### config.mk
export PLATFORM = sky130hd
export DESIGN_NAME = noc_datactrl_bridge
export DESIGN_NICKNAME = d
export VERILOG_FILES = /design/src/rtl/noc_bridge_pkg.sv /design/src/rtl/narrow_to_wide.sv /design/src/rtl/noc_ctrl_to_data.sv /design/src/rtl/noc_data_to_ctrl.sv /design/src/rtl/noc_datactrl_bridge.sv /design/src/rtl/wide_to_narrow.sv
export SDC_FILE = /design/constraint.sdc
export NUM_CORES = 1
export LEC_CHECK = 0
export ABC_AREA = 1
export BUFFER_PORTS_ARGS = -buffer_cell sky130_fd_sc_hd__buf_2
export CAP_MARGIN = 20
export CORE_AREA = 2 2 252 254
export CTS_CLUSTER_SIZE = 16
export DETAILED_ROUTE_END_ITERATION = 12
export DIE_AREA = 0 0 254 256
export GPL_TIMING_DRIVEN = 0
export PLACE_DENSITY_LB_ADDON = 0.2
export SYNTH_ARGS = -nofsm -noshare
export SYNTH_HDL_FRONTEND = slang
export SYNTH_SLANG_ARGS = --single-unit
### constraint.sdc
create_clock -name clk -period 18.7 [get_ports clk]
set_input_delay 0.935 -clock clk [delete_from_list [all_inputs] [get_ports clk]]
set_output_delay 0.935 -clock clk [all_outputs]
set_load 0.02 [all_outputs]
### src/rtl/noc_bridge_pkg.sv
`default_nettype none

package noc_bridge_pkg;

    parameter int noc_data_w  = 256;
    parameter int ctrl_data_w = 64;
    parameter int msg_len_w   = 8;

    typedef struct packed {
        logic [7:0]            dst_chip_id;
        logic [7:0]            dst_x;
        logic [7:0]            dst_y;
        logic [3:0]            dst_fbits;
        logic [msg_len_w-1:0]  msg_len;        // data flits after the header.
        logic [7:0]            src_chip_id;
        logic [7:0]            src_x;
        logic [7:0]            src_y;
        logic [3:0]            src_fbits;
        logic [msg_len_w-1:0]  metadata_flits;
        logic [noc_data_w-73:0] pad;
    } wide_hdr_t;

    // the top 36 bits line up with the top of wide_hdr_t.
    typedef struct packed {
        logic [7:0]             dst_chip_id;
        logic [7:0]             dst_x;
        logic [7:0]             dst_y;
        logic [3:0]             dst_fbits;
        logic [msg_len_w-1:0]   msg_len;       // counts the misc header too.
        logic [ctrl_data_w-37:0] pad;
    } routing_hdr_t;

    typedef struct packed {
        logic [7:0]             src_chip_id;
        logic [7:0]             src_x;
        logic [7:0]             src_y;
        logic [3:0]             src_fbits;
        logic [msg_len_w-1:0]   metadata_flits;
        logic [ctrl_data_w-37:0] pad;
    } misc_hdr_t;

    typedef enum logic [1:0] {dtc_ready, dtc_misc_hdr, dtc_pass_data, dtc_drain} dtc_state_e;

    typedef enum logic [1:0] {ctd_route_hdr, ctd_misc_hdr, ctd_send_hdr, ctd_pass_data} ctd_state_e;

endpackage

`default_nettype wire

### src/rtl/narrow_to_wide.sv
`timescale 1ns/1ps
`default_nettype none

module narrow_to_wide #(
    parameter int in_data_w    = 64,
    parameter int out_data_els = 4
) (
    input  logic                              clk,
    input  logic                              rst,
    input  logic                              src_val,
    input  logic [in_data_w-1:0]              src_data,
    output logic                              src_rdy,
    output logic                              dst_val,
    output logic [in_data_w*out_data_els-1:0] dst_data,
    input  logic                              dst_rdy
);
    localparam int wide_w = in_data_w * out_data_els;
    localparam int cnt_w  = (out_data_els > 1) ? $clog2(out_data_els) : 1;

    logic [wide_w-1:0] word_reg;
    logic [cnt_w-1:0]  count_reg;
    logic              full_reg;
    logic              flit_take;
    logic              last_flit;

    assign src_rdy   = ~full_reg;   // nothing enters until the wide word is taken.
    assign dst_val   = full_reg;
    assign dst_data  = word_reg;
    assign flit_take = src_val & ~full_reg;
    assign last_flit = (count_reg == cnt_w'(out_data_els - 1));

    always_ff @(posedge clk) begin
        if (rst) begin
            full_reg  <= 1'b0;
            count_reg <= '0;
        end else if (flit_take) begin
            if (last_flit) begin
                full_reg  <= 1'b1;
                count_reg <= '0;
            end else begin
                count_reg <= count_reg + 1'b1;
            end
        end else if (full_reg & dst_rdy) begin
            full_reg <= 1'b0;
        end
    end

    // the first flit is shifted up until it sits in the top slice.
    always_ff @(posedge clk) begin
        if (flit_take) begin
            word_reg <= {word_reg[wide_w-in_data_w-1:0], src_data};
        end
    end

endmodule

`default_nettype wire

### src/rtl/noc_ctrl_to_data.sv
`timescale 1ns/1ps
`default_nettype none

module noc_ctrl_to_data
    import noc_bridge_pkg::*;
#(
    parameter int flit_els = 4
) (
    input  logic                   clk,
    input  logic                   rst,
    input  logic                   src_noc_ctd_val,
    input  logic [ctrl_data_w-1:0] src_noc_ctd_data,
    output logic                   noc_ctd_src_rdy,
    output logic                   noc_ctd_dst_val,
    output logic [noc_data_w-1:0]  noc_ctd_dst_data,
    input  logic                   dst_noc_ctd_rdy
);
    localparam int flit_shift = $clog2(flit_els);

    ctd_state_e            state_reg;
    ctd_state_e            state_next;
    routing_hdr_t          route_reg;
    misc_hdr_t             misc_reg;
    wide_hdr_t             wide_hdr;
    logic [msg_len_w-1:0]  count_reg;
    logic                  hdr_sent;
    logic                  data_take;
    logic                  narrow_val;
    logic                  narrow_rdy;
    logic                  wide_val;
    logic                  wide_rdy;
    logic [noc_data_w-1:0] wide_data;

    assign hdr_sent  = (state_reg == ctd_send_hdr) & dst_noc_ctd_rdy;
    assign data_take = wide_val & wide_rdy;

    always_ff @(posedge clk) begin
        if (rst) begin
            state_reg <= ctd_route_hdr;
            count_reg <= '0;
        end else begin
            state_reg <= state_next;
            if (hdr_sent) begin
                count_reg <= wide_hdr.msg_len;
            end else if (data_take) begin
                count_reg <= count_reg - 1'b1;
            end
        end
    end

    always_ff @(posedge clk) begin
        if (state_reg == ctd_route_hdr && src_noc_ctd_val) begin
            route_reg <= src_noc_ctd_data;
        end
        if (state_reg == ctd_misc_hdr && src_noc_ctd_val) begin
            misc_reg <= src_noc_ctd_data;
        end
    end

    // the narrow length counts the misc header, so drop it before dividing.
    always_comb begin
        wide_hdr                = '0;
        wide_hdr.dst_chip_id    = route_reg.dst_chip_id;
        wide_hdr.dst_x          = route_reg.dst_x;
        wide_hdr.dst_y          = route_reg.dst_y;
        wide_hdr.dst_fbits      = route_reg.dst_fbits;
        wide_hdr.msg_len        = (route_reg.msg_len - 1'b1) >> flit_shift;
        wide_hdr.src_chip_id    = misc_reg.src_chip_id;
        wide_hdr.src_x          = misc_reg.src_x;
        wide_hdr.src_y          = misc_reg.src_y;
        wide_hdr.src_fbits      = misc_reg.src_fbits;
        wide_hdr.metadata_flits = misc_reg.metadata_flits >> flit_shift;
    end

    always_comb begin
        state_next       = state_reg;
        noc_ctd_src_rdy  = 1'b0;
        noc_ctd_dst_val  = 1'b0;
        noc_ctd_dst_data = '0;
        narrow_val       = 1'b0;
        wide_rdy         = 1'b0;
        case (state_reg)
            ctd_route_hdr: begin
                noc_ctd_src_rdy = 1'b1;
                if (src_noc_ctd_val) begin
                    state_next = ctd_misc_hdr;
                end
            end
            ctd_misc_hdr: begin
                noc_ctd_src_rdy = 1'b1;
                if (src_noc_ctd_val) begin
                    state_next = ctd_send_hdr;
                end
            end
            ctd_send_hdr: begin
                noc_ctd_dst_val  = 1'b1;
                noc_ctd_dst_data = wide_hdr;
                if (hdr_sent) begin
                    state_next = (wide_hdr.msg_len == '0) ? ctd_route_hdr : ctd_pass_data;
                end
            end
            default: begin
                narrow_val       = src_noc_ctd_val;
                noc_ctd_src_rdy  = narrow_rdy;
                noc_ctd_dst_val  = wide_val;
                noc_ctd_dst_data = wide_data;
                wide_rdy         = dst_noc_ctd_rdy;
                if (data_take && count_reg == msg_len_w'(1)) begin
                    state_next = ctd_route_hdr;
                end
            end
        endcase
    end

    narrow_to_wide #(
        .in_data_w    (ctrl_data_w),
        .out_data_els (flit_els)
    ) ntw (
        .clk      (clk),
        .rst      (rst),
        .src_val  (narrow_val),
        .src_data (src_noc_ctd_data),
        .src_rdy  (narrow_rdy),
        .dst_val  (wide_val),
        .dst_data (wide_data),
        .dst_rdy  (wide_rdy)
    );

endmodule

`default_nettype wire

### src/rtl/noc_data_to_ctrl.sv
`timescale 1ns/1ps
`default_nettype none

module noc_data_to_ctrl
    import noc_bridge_pkg::*;
#(
    parameter int flit_els = 4
) (
    input  logic                   clk,
    input  logic                   rst,
    input  logic                   src_noc_dtc_val,
    input  logic [noc_data_w-1:0]  src_noc_dtc_data,
    output logic                   noc_dtc_src_rdy,
    output logic                   noc_dtc_dst_val,
    output logic [ctrl_data_w-1:0] noc_dtc_dst_data,
    input  logic                   dst_noc_dtc_rdy
);
    localparam int flit_shift = $clog2(flit_els);

    dtc_state_e             state_reg;
    dtc_state_e             state_next;
    wide_hdr_t              wide_hdr;
    wide_hdr_t              hdr_reg;
    routing_hdr_t           routing_hdr;
    misc_hdr_t              misc_hdr;
    logic [msg_len_w-1:0]   count_reg;
    logic                   hdr_take;
    logic                   data_take;
    logic                   wide_val;
    logic                   wide_last;
    logic                   wide_rdy;
    logic                   narrow_val;
    logic                   narrow_last;
    logic                   narrow_rdy;
    logic [ctrl_data_w-1:0] narrow_data;

    assign wide_hdr  = src_noc_dtc_data;
    assign hdr_take  = (state_reg == dtc_ready) & src_noc_dtc_val & dst_noc_dtc_rdy;
    assign data_take = wide_val & wide_rdy;
    assign wide_last = (count_reg == msg_len_w'(1));

    always_ff @(posedge clk) begin
        if (rst) begin
            state_reg <= dtc_ready;
            count_reg <= '0;
        end else begin
            state_reg <= state_next;
            if (hdr_take) begin
                count_reg <= wide_hdr.msg_len;
            end else if (data_take) begin
                count_reg <= count_reg - 1'b1;
            end
        end
    end

    always_ff @(posedge clk) begin
        if (hdr_take) begin
            hdr_reg <= wide_hdr;
        end
    end

    always_comb begin
        state_next      = state_reg;
        noc_dtc_dst_val = 1'b0;
        noc_dtc_src_rdy = 1'b0;
        wide_val        = 1'b0;
        narrow_rdy      = 1'b0;
        case (state_reg)
            dtc_ready: begin
                noc_dtc_dst_val = src_noc_dtc_val;   // header goes straight through.
                noc_dtc_src_rdy = dst_noc_dtc_rdy;
                if (hdr_take) begin
                    state_next = dtc_misc_hdr;
                end
            end
            dtc_misc_hdr: begin
                noc_dtc_dst_val = 1'b1;
                if (dst_noc_dtc_rdy) begin
                    state_next = (count_reg == '0) ? dtc_ready : dtc_pass_data;
                end
            end
            dtc_pass_data: begin
                noc_dtc_dst_val = narrow_val;
                narrow_rdy      = dst_noc_dtc_rdy;
                wide_val        = src_noc_dtc_val;
                noc_dtc_src_rdy = wide_rdy;
                if (data_take & wide_last) begin
                    state_next = dtc_drain;
                end
            end
            default: begin
                noc_dtc_dst_val = narrow_val;
                narrow_rdy      = dst_noc_dtc_rdy;
                if (narrow_val & narrow_rdy & narrow_last) begin
                    state_next = dtc_ready;
                end
            end
        endcase
    end

    always_comb begin
        routing_hdr         = src_noc_dtc_data[noc_data_w-1 -: ctrl_data_w];
        routing_hdr.msg_len = msg_len_w'((wide_hdr.msg_len << flit_shift) + 1'b1);
        misc_hdr                = '0;
        misc_hdr.src_chip_id    = hdr_reg.src_chip_id;
        misc_hdr.src_x          = hdr_reg.src_x;
        misc_hdr.src_y          = hdr_reg.src_y;
        misc_hdr.src_fbits      = hdr_reg.src_fbits;
        misc_hdr.metadata_flits = msg_len_w'(hdr_reg.metadata_flits << flit_shift);
    end

    always_comb begin
        case (state_reg)
            dtc_ready:    noc_dtc_dst_data = routing_hdr;
            dtc_misc_hdr: noc_dtc_dst_data = misc_hdr;
            default:      noc_dtc_dst_data = narrow_data;
        endcase
    end

    wide_to_narrow #(
        .out_data_w  (ctrl_data_w),
        .in_data_els (flit_els)
    ) wtn (
        .clk      (clk),
        .rst      (rst),
        .src_val  (wide_val),
        .src_data (src_noc_dtc_data),
        .src_last (wide_last),
        .src_rdy  (wide_rdy),
        .dst_val  (narrow_val),
        .dst_data (narrow_data),
        .dst_last (narrow_last),
        .dst_rdy  (narrow_rdy)
    );

endmodule

`default_nettype wire

### src/rtl/noc_datactrl_bridge.sv
`timescale 1ns/1ps
`default_nettype none

module noc_datactrl_bridge
    import noc_bridge_pkg::*;
#(
    parameter int flit_els = 4     // narrow flits per wide flit.
) (
    input  logic                   clk,
    input  logic                   rst,
    input  logic                   wide_in_val,
    input  logic [noc_data_w-1:0]  wide_in_data,
    output logic                   wide_in_rdy,
    output logic                   ctrl_out_val,
    output logic [ctrl_data_w-1:0] ctrl_out_data,
    input  logic                   ctrl_out_rdy,
    input  logic                   ctrl_in_val,
    input  logic [ctrl_data_w-1:0] ctrl_in_data,
    output logic                   ctrl_in_rdy,
    output logic                   wide_out_val,
    output logic [noc_data_w-1:0]  wide_out_data,
    input  logic                   wide_out_rdy
);

    noc_data_to_ctrl #(
        .flit_els (flit_els)
    ) u_data_to_ctrl (
        .clk              (clk),
        .rst              (rst),
        .src_noc_dtc_val  (wide_in_val),
        .src_noc_dtc_data (wide_in_data),
        .noc_dtc_src_rdy  (wide_in_rdy),
        .noc_dtc_dst_val  (ctrl_out_val),
        .noc_dtc_dst_data (ctrl_out_data),
        .dst_noc_dtc_rdy  (ctrl_out_rdy)
    );

    noc_ctrl_to_data #(
        .flit_els (flit_els)
    ) u_ctrl_to_data (
        .clk              (clk),
        .rst              (rst),
        .src_noc_ctd_val  (ctrl_in_val),
        .src_noc_ctd_data (ctrl_in_data),
        .noc_ctd_src_rdy  (ctrl_in_rdy),
        .noc_ctd_dst_val  (wide_out_val),
        .noc_ctd_dst_data (wide_out_data),
        .dst_noc_ctd_rdy  (wide_out_rdy)
    );

endmodule

`default_nettype wire

### src/rtl/wide_to_narrow.sv
`timescale 1ns/1ps
`default_nettype none

module wide_to_narrow #(
    parameter int out_data_w  = 64,
    parameter int in_data_els = 4
) (
    input  logic                                clk,
    input  logic                                rst,
    input  logic                                src_val,
    input  logic [out_data_w*in_data_els-1:0]   src_data,
    input  logic                                src_last,
    output logic                                src_rdy,
    output logic                                dst_val,
    output logic [out_data_w-1:0]               dst_data,
    output logic                                dst_last,
    input  logic                                dst_rdy
);
    localparam int wide_w = out_data_w * in_data_els;
    localparam int cnt_w  = (in_data_els > 1) ? $clog2(in_data_els) : 1;

    logic [wide_w-1:0] word_reg;
    logic [cnt_w-1:0]  slice_reg;
    logic              last_reg;
    logic              full_reg;
    logic              final_slice;
    logic              slice_take;

    assign final_slice = (slice_reg == cnt_w'(in_data_els - 1));
    assign slice_take  = full_reg & dst_rdy;

    // a new word may enter in the cycle the final slice leaves.
    assign src_rdy  = ~full_reg | (slice_take & final_slice);
    assign dst_val  = full_reg;
    assign dst_data = word_reg[wide_w-1 -: out_data_w];  // slices leave from the top.
    assign dst_last = last_reg & final_slice;

    always_ff @(posedge clk) begin
        if (rst) begin
            full_reg  <= 1'b0;
            slice_reg <= '0;
            last_reg  <= 1'b0;
        end else if (src_val & src_rdy) begin
            full_reg  <= 1'b1;
            slice_reg <= '0;
            last_reg  <= src_last;
        end else if (slice_take) begin
            full_reg  <= ~final_slice;
            slice_reg <= slice_reg + 1'b1;
        end
    end

    always_ff @(posedge clk) begin
        if (src_val & src_rdy) begin
            word_reg <= src_data;
        end else if (slice_take) begin
            word_reg <= word_reg << out_data_w;
        end
    end

endmodule

`default_nettype wire

* After elaboration in Yosys (flattened, before gate mapping)
Index checks and enable logic that the tools add are counted.
** Storage, ports and cells
- Logic and storage cells :: 119
- Flip-flop bits (word level) :: 645
** Operators by class
- Muxes and demuxes :: 34
- Add/subtract/negate cells :: 6
- Eq/ne operators :: 15
- Reductions and logical operators :: 21
- Bitwise logic cells :: 16
** Operators with widths (number)
- $mux W256 :: 2
- $pmux W256 S2 :: 1
- $pmux W64 S2 :: 1
- $sub A8 B1 Y8 const B :: 3
- $mux W2 :: 11
- $eq A8 B1 Y1 const B :: 2
- $logic_not A8 Y1 :: 2
- $mux W8 :: 2
- $and A1 B1 Y1 :: 12
- $mux W6 :: 2
- $pmux W2 S3 :: 2
- $mux W1 :: 9
- $add A8 B1 Y8 const B :: 1
- $eq A2 B2 Y1 const B :: 4
- $ne A2 B1 Y1 const B :: 4
- $pmux W1 S2 :: 4
- $reduce_and A4 Y1 :: 2
- $reduce_bool A2 Y1 :: 4
- $reduce_bool A4 Y1 :: 2
- $reduce_or A2 Y1 :: 4
- $ne A2 B2 Y1 const B :: 3
- $add A2 B1 Y2 const B :: 2
- $eq A2 B1 Y1 const B :: 2
- $logic_not A2 Y1 :: 2
- other kinds (5) :: 9

* Longest topological paths before layout
Gate-level depths: netlist of the first run.
- Depth in word-level cells :: 10
- Depth in mapped cells :: 12
- Gate-level depth less buffers :: 11

* Modules after synthesis
Synthesis of the first run repeated with hierarchy kept, for this count alone.
** Second synthesis, totals
- Cells, all modules :: 2421
- Area, all modules :: 27328.7 um2
** By module, submodules not included
- wide_to_narrow :: instances 1, seq. area each 7767.4 um2, area an instance 11629.9 um2, cells an instance 1123
- narrow_to_wide :: instances 1, seq. area each 7747.4 um2, area an instance 7852.5 um2, cells an instance 280
- noc_ctrl_to_data :: instances 1, seq. area each 2302.2 um2, area an instance 5089.9 um2, cells an instance 694
- noc_data_to_ctrl :: instances 1, seq. area each 1221.2 um2, area an instance 2756.4 um2, cells an instance 324

* Least setup slack after synthesis of the first run
Ideal clock, no wire load.
- Path type :: input port to flip-flop
- Start point :: input ctrl_in_val
- End point :: register u_ctrl_to_data.ntw.count_reg[0]
- Arrival :: 20.285 ns
- Stages on the path :: 4
- Slack :: -1.727 ns
- Setup time :: 0.142 ns
- Required time :: 18.558 ns
- Cells stage by stage :: inv_1 > nor3_1 > o21ai_0 > o211a_1
** On the way
- Longest elaborated chain between the ends :: 2
** RTL lines
- start: declaration :: line noc_datactrl_bridge.sv:17 : input logic ctrl_in_val,
- $mux W1 :: line noc_ctrl_to_data.sv:82 : case (state_reg)
- $and A1 B1 Y1 :: line narrow_to_wide.sv:29 : assign flit_take = src_val & ~full_reg;
- net u_ctrl_to_data.ntw.flit_take :: line narrow_to_wide.sv:23 : logic flit_take;
- end signal: assignment :: line narrow_to_wide.sv:41 : count_reg <= count_reg + 1'b1;
- end: declaration :: line narrow_to_wide.sv:21 : logic [cnt_w-1:0] count_reg;
The timed path passes the listed nets, and every way through them passes these cells.
A chain may end at the register's enable or synchronous reset.

* Worst setup path in the final report of the first run
- Start point :: register u_data_to_ctrl.state_reg[1]
- End point :: output ctrl_out_data[45]
** On the way
- Longest elaborated chain between the ends :: 2
- Elaborated cells between the ends (all ways) :: 3
** RTL lines
- start: declaration :: line noc_data_to_ctrl.sv:20 : dtc_state_e state_reg;
- start signal: assignment :: line noc_data_to_ctrl.sv:44 : state_reg <= dtc_ready;
- start signal: assignment :: line noc_data_to_ctrl.sv:47 : state_reg <= state_next;
- $eq A2 B1 Y1 or $logic_not A2 Y1 (tied branches) :: line noc_data_to_ctrl.sv:113 : case (state_reg)
- $pmux W64 S2 (*) :: line noc_data_to_ctrl.sv:113
- end: declaration :: line noc_datactrl_bridge.sv:15 : output logic [ctrl_data_w-1:0] ctrl_out_data,
Mark *: on every way between the ends. The rest lies on a longest branch, timed or not.

==> run metrics, run 1 <==
CTS resizes 0; CTS clk-pin slew, worst paths 0.06 ns; CP Capture Type primary output; IO buf count 649; CTS tree done; global-route wire length before repair 123000 um; FF/Latch Area 0.0190 mm2; WL/cell 22.2 um; worst-skew pair later-pin latency 0.60 ns; Combinational Power Share 26.8%; register share of total power 41.2%; WL final 87500 um; Setup WS post-layout 14.46 ns; top_reg_cell synth edfxtp_1; final clock skew 0.0199 ns; area delta synth->final 27.4%; Slew headroom 33.8%; CTS Sinks 643; Die Area 0.0650 mm2; syn_area_per_cell 11.4 um2; FP Rows 92; EDFF count, synth 616; # H-tree levels 3; via/cell ratio 5.00; DP HPWL 67400 um; ys async rst share 0%; Max Clock Freq 0.236 GHz; Clock Tree Root clkbuf_16; Die Ht 256 um; die width 254 um; worst r2r src u_data_to_ctrl.state_reg[1]; largest net degree at the start of global routing 69; RSZ-0062 raised after global routing no; PwrDens 129 mW/mm2; cell count after synthesis 2292; setup violators final 0; GRT Residual Overflow 0; Antenna Nets Post-Route 0; Syn Std Cell Area 0.0262 mm2; vias 19700; Final TNS setup 0 ns; fin. max-slew vios 0; io pins 650; CP max FO 10; Distinct cells, synth 35; Routability Congestion 0.915; placed cell area 0.0311 mm2; critical path endpoint ctrl_out_data[45]; worst reg2reg endpoint u_data_to_ctrl.wtn.word_reg[91]; worst path arrival time 3.30 ns; Yosys warning total 0; multi-input logic area 0.00536 mm2; dpl ws 14.65 ns; Leak 15.0 nW; sw frac 33.3%; 1st-iter DRT viols 1973; Inserted Clock Buffers 69; CP Data Required Time 17.77 ns; Setup crit start u_data_to_ctrl.state_reg[1]; initial antenna violation count 22; Worst VDD drop 85.7 uV; run status finished, final reports clean; share of cells above drive strength 1 27.1%; core area 0.0624 mm2; total iterations of the first detailed-routing run 5; worst-margin pin slew 0.993 ns; HP Class register to register; Fillers 5557; Worst Setup Start Kind register; R2R Setup Slk 14.85 ns; Clk pwr share 32.0%; All-Layer GR Usage 26.2%; nets@finish 3370; Setup Fix Bufs, Post-CTS 0; # Max-Cap Violations 0; Initial Utilization 42.1%; deepest clock path buffer count 3; final hold vios 0; register bit total from synthesis 643; WS Path Type register to primary output; cts hold-fix bufs 0; DRC violations left 0; post-synthesis sequential area ratio 72.6%; Synth Net Count 2627; final instance area 0.0334 mm2; P_int 2.87 mW; worst reg2reg path depth 13; Switch Pwr 1.43 mW; vias in the first global route 19000; Final Cycle Share 22.7%; post-route minimum period 4.24 ns
==> power by group through the flow <==
stage	sequential, mW	clock [mW]	combinational [mW]
after global placement	1.84	0	1.10
after global routing	1.78	1.45	1.22
after floorplan	1.81	0	0.641
after detailed placement	1.80	0	1.14
final	1.77	1.38	1.15
after CTS	1.77	1.40	1.15
==> layer usage <==
metal / track usage [%] / part of all wire [%] / vias to the layer above
li1: - / - / 9048
met4: 9.25 / 2.9 / 20
met5: 0 / 0.15 / -
met1: 34.1 / 40 / 9549
met2: 42.3 / 48 / 941
met3: 6.96 / 9.6 / 150
==> layout make-up <==
type	instances	share of cell area, %
diodes	14	0.105
plain buffers	104	1.53
clock buffers	89	5.83
clock inverters	29	0.936
inverters	364	4.09
multi-input cells	1181	16.0
flip-flops and latches	643	57.0
well taps	846	3.17
repair buffers	672	11.3
==> Yosys cell counts, types with 2 or more instances <==
cell type / instances / share of area [%]
a31oi_1: 4 / 0.095
edfxtp_1: 616 / 71
nand3_1: 22 / 0.42
a22oi_1: 22 / 0.63
inv_2: 2 / 0.029
nand4_1: 2 / 0.048
clkinv_1: 2 / 0.029
nor3b_1: 2 / 0.057
o211ai_1: 13 / 0.37
nor2_1: 281 / 4.0
ha_1: 9 / 0.43
a22o_1: 64 / 2.1
o21ai_0: 118 / 2.3
xor2_1: 7 / 0.23
inv_1: 360 / 5.2
buf_1: 12 / 0.17
a21oi_1: 22 / 0.42
buf_2: 42 / 0.80
dfxtp_1: 27 / 2.1
o21ai_1: 20 / 0.38
clkbuf_1: 41 / 0.59
buf_6: 9 / 0.39
nand2_1: 574 / 8.2
nand2_2: 2 / 0.048
nor3_1: 8 / 0.15
o22ai_1: 2 / 0.048
==> critical path, cell delays in order, from the launching register on <==
cell and delay [ns]:
dfxtp_1 0.40, inv_1 0.11, ha_1 0.18, buf_2 0.17, nor2_4 0.14, clkbuf_1 0.47
clkbuf_1 0.63, a22oi_1 0.16, o21ai_0 0.20, buf_2 0.23
==> worst min path at each step <==
stage                                                 from                                to  slack [ns]  cells past startpoint
after CTS                 u_ctrl_to_data.ntw.dst_data[173]  u_ctrl_to_data.ntw.dst_data[237]        0.44                      0
after floorplan            u_ctrl_to_data.ntw.dst_data[36]  u_ctrl_to_data.ntw.dst_data[100]        0.43                      0
after detailed placement   u_ctrl_to_data.ntw.dst_data[19]   u_ctrl_to_data.ntw.dst_data[83]        0.43                      0
after global routing       u_ctrl_to_data.ntw.dst_data[55]  u_ctrl_to_data.ntw.dst_data[119]        0.45                      0
final                      u_ctrl_to_data.ntw.dst_data[62]  u_ctrl_to_data.ntw.dst_data[126]        0.44                      0
after global placement    u_ctrl_to_data.ntw.dst_data[157]  u_ctrl_to_data.ntw.dst_data[221]        0.43                      0
==> placed cells by master, fill, tap and decap left out, types with 2 or more instances in the layout <==
cell type  instances
a21oi_1           22
a22o_1            64
a22oi_1           22
a31oi_1            4
buf_1             12
buf_12             2
buf_16            15
buf_2            691
buf_6              9
buf_8              6
bufinv_16          6
clkbuf_1          52
clkbuf_16         74
clkbuf_8           4
clkinv_1          11
clkinv_2          11
dfxtp_1           27
diode_2           14
edfxtp_1         616
ha_1               9
inv_1            359
inv_2              3
nand2_1          573
nand2_2            2
nand2_4            2
nand3_1           22
nand4_1            2
nor2_1           279
nor2_4             3
nor3_1             7
nor3b_1            2
o211ai_1          13
o21ai_0          118
o21ai_1           20
o22ai_1            2
xor2_1             7
==> kinds of logic after synthesis <==
logic type	Yosys count	share of synthesized area, %
AND/OR/NAND/NOR	897	13.2
flip-flops	643	72.6
buffers and inverters	468	7.15
AO/OA/AOI/OAI	268	6.46
adder cells (fa/ha/maj)	9	0.429
XOR/XNOR	7	0.234
==> metrics by stage <==
stage	hold WS (ns)	utilization, %	cells	total power [mW]
finish	0.443	53.6	3942	4.30
global route	0.447	53.5	3938	4.45
CTS	0.439	53.5	3928	4.32
detailed placement	0.432	49.9	3810	2.94
floorplan	0.426	-	2292	2.46
global placement	0.430	49.0	3787	2.94
(Power assumes the default switching activity.)
==> inputs of run 2 (changes only) <==
ABC_AREA = 0   (was 1)
CORE_AREA = 2 2 254 256   (was 2 2 252 254)
DIE_AREA = 0 0 256 258   (was 0 0 254 256)
clock period = 3.65 ns   (was 18.7 ns; I/O delays follow)
==> run 2 against run 1 <==
Cell count increased by 2.6%. Critical path depth up 1. First-iteration DRC count rose by 10%. Total power increased to 4.1 times the previous value. Synthesized area grew 1.6%. Critical path type is now register to register. Critical endpoint is now u_data_to_ctrl.wtn.word_reg[78]. Largest power group unchanged. Highest routed layer unchanged.
==> run metrics, run 2 <==
most frequent cells in the layout buf_2, nand2_1, edfxtp_1; total iterations of the first detailed-routing run 5 (unchanged); CTS tree done; largest net degree at the start of global routing 66 (-4.3%); via/cell ratio 5.24 (+4.9%); global-route wire length before repair 136000 um (+10%); Initial Utilization 41.9% (-0.17 points); Clock Tree Root clkbuf_16; run status finished, final reports clean; Synth Net Count 2403 (-8.5%); commonest non-fill, non-tap cell in the layout buf_2; IO buf count 647 (-0.31%); Die Ht 258 um (+0.78%); share of cells above drive strength 1 26.5% (-0.66 points); nets@finish 3462 (+2.7%); Worst VDD drop 358 uV (+320%); # Max-Cap Violations 0 (unchanged); CP Capture Type register; worst-skew pair later-pin latency 0.61 ns (about the same); WS Path Type register to register; Routability Congestion 0.959 (+4.9%); CP Data Required Time 3.92 ns (-13.85 ns); PwrDens 482 mW/mm2 (+270%); WL/cell 23.8 um (+7.3%); DP HPWL 69000 um (+2.3%); DRC violations left 0 (unchanged); Final Cycle Share 92.0%; syn_area_per_cell 12.9 um2 (+13%); EDFF count, synth 616 (unchanged); WL final 96400 um (+10%); Antenna Nets Post-Route 0 (unchanged); Inserted Clock Buffers 72 (+4.3%); HP Class primary input to register; total power 17.8 mW (+310%); top cells by area, synth edfxtp_1, nand2_1, and3_1, mux2i_1, dfxtp_1; deepest clock path buffer count 3 (unchanged); die width 256 um (+0.79%); Commonest cells post-synth nand2_1, edfxtp_1, and3_1, clkbuf_1, and2_1; # H-tree levels 3 (unchanged); core area 0.0636 mm2 (+2.0%); Top delay family on crit path buffers and inverters; Distinct cells, synth 68 (+94%); final hold vios 0 (unchanged); dpl cells 3581 (-6.0%); Syn Std Cell Area 0.0267 mm2 (+1.6%); post-route minimum period 3.36 ns; RSZ-0062 raised after global routing no; Die Area 0.0660 mm2 (+1.6%); CP max FO 65 (+55); Max Clock Freq 0.298 GHz; vias in the first global route 21100 (+11%); GRT Residual Overflow 0 (unchanged); Yosys warning total 0 (unchanged); worst-margin pin slew 0.996 ns (+0.00297 ns); io pins 650 (unchanged); Leak 15.8 nW (+5.2%); post-synthesis sequential area ratio 71.4% (-1.1 points); Buf+Inv Stages, Crit Path 6 (+1); Slew headroom 33.6% (-0.20 points); 1st-iter DRT viols 2175 (+10%); vias 21200 (+7.6%); Worst Setup Start Kind register; register bit total from synthesis 643 (unchanged); CTS Sinks 643 (unchanged); final clock skew 0.0182 ns (-0.00168 ns); cell count after synthesis 2068 (-9.8%); slowest stage delay, CP 0.38 ns (-0.25 ns); post-route insts no fill 4044 (+2.6%); fin. max-slew vios 0 (unchanged); FP Rows 93 (+1.1%); top_reg_cell synth edfxtp_1; worst path arrival time 3.63 ns (+0.33 ns); initial antenna violation count 9 (-59%); CP most frequent cell buf_16; post-synth top area cell edfxtp_1; Slowest-stage cell, CP dfxtp_1; Synth top area share 69.4% (-1.1 points); cells along the critical path inv_1 -> ha_1 -> buf_4 -> nor4bb_4 -> o21ai_2 -> buf_2 -> nand2b_4 -> buf_16 -> buf_16 -> buf_16; count leader, synth nand2_1; CTS clk-pin slew, worst paths 0.06 ns (about the same); All-Layer GR Usage 28.1% (+1.9 points); setup violators final 0 (unchanged); area delta synth->final 38.3%; ys async rst share 0% (unchanged)
-- run 2: layer usage --
layer  vias to the layer above  share of wire [%]  routed length, um  GRT usage, %
met5                         -              0.035                 34             0
met4                         6                5.0               4840          13.3
met3                       247                8.2               7940          6.68
met2                      1079                 46              44300          44.2
met1                     10400                 41              39300          37.0
li1                       9490                  -                  -             -
-- run 2: power by group --
part | total [mW] | internal (mW) | switching [mW] | leakage [nW]
sequential | 8.31 | 8.23 | 0.0783 | 5.73
combinational | 2.26 | 0.854 | 1.40 | 8.93
clock | 7.20 | 4.18 | 3.02 | 1.14
-- run 2: cell type report --
| class | instances | area (um2) |
|---|---|---|
| fillers | 5239 | 26800 |
| flip-flops and latches | 643 | 19000 |
| multi-input cells | 1280 | 6900 |
| repair buffers | 983 | 6760 |
| clock buffers | 82 | 1860 |
| well taps | 855 | 1070 |
| plain buffers | 133 | 709 |
| clock inverters | 47 | 455 |
| inverters | 14 | 56.3 |
| diodes | 7 | 17.5 |
-- run 2: cells by family (layout without fill, tap and decap cells) --
logic type                 Yosys count  count (layout)  synth area share [%]
other                                0               7                     0
buffers and inverters              147            1259                  2.83
AOI/OAI and AO/OA                  138             138                  3.98
and+or+nand+nor                   1061            1063                  18.7
adders and majority gates            9               9                 0.422
xor gates and xnor gates             6               6                 0.197
muxes                               64              64                  2.40
DFF                                643             643                  71.4
-- run 2: tightest hold or removal path: stages --
cell	delay [ns]
buf_4	0.15
nand4_1	0.10
o21ai_0	0.08
nand2_1	0.06
a21oi_1	0.06
-- run 2: what timing repair did --
action / CTS / global route
setup buffers: 0 / 1
resized for setup: 1 / 0
endpoints found under the hold margin: 432 / 0
cloned: 3 / 0
setup endpoints to repair: 128 / 57
hold buffers: 323 / 0
-- run 2: final timing paths --
kind	cells past startpoint	slack [ns]	endpoint	startpoint
setup / recovery	10	0.29	u_data_to_ctrl.wtn.word_reg[78]	u_data_to_ctrl.state_reg[0]
hold / removal	5	0.07	u_data_to_ctrl.count_reg[3]	ctrl_out_rdy
hold reg to reg	0	0.44	u_ctrl_to_data.ntw.dst_data[142]	u_ctrl_to_data.ntw.dst_data[78]
setup reg to reg	10	0.29	u_data_to_ctrl.wtn.word_reg[78]	u_data_to_ctrl.state_reg[0]
-- run 2: metrics by stage --
step	utilization (%)	setup TNS [ns]	hold slack [ns]	setup slack, ns	cell area, um2
after global placement	48.7	-1123.74	0.359	-3.24	31000
after floorplan	-	-351.28	0.281	-1.37	26700
after global routing	57.9	0	0.0870	0.120	36900
after detailed placement	49.1	-38.57	0.361	-0.484	31200
final	57.9	0	0.0693	0.293	36900
after CTS	57.9	0	0.0369	0.0778	36800
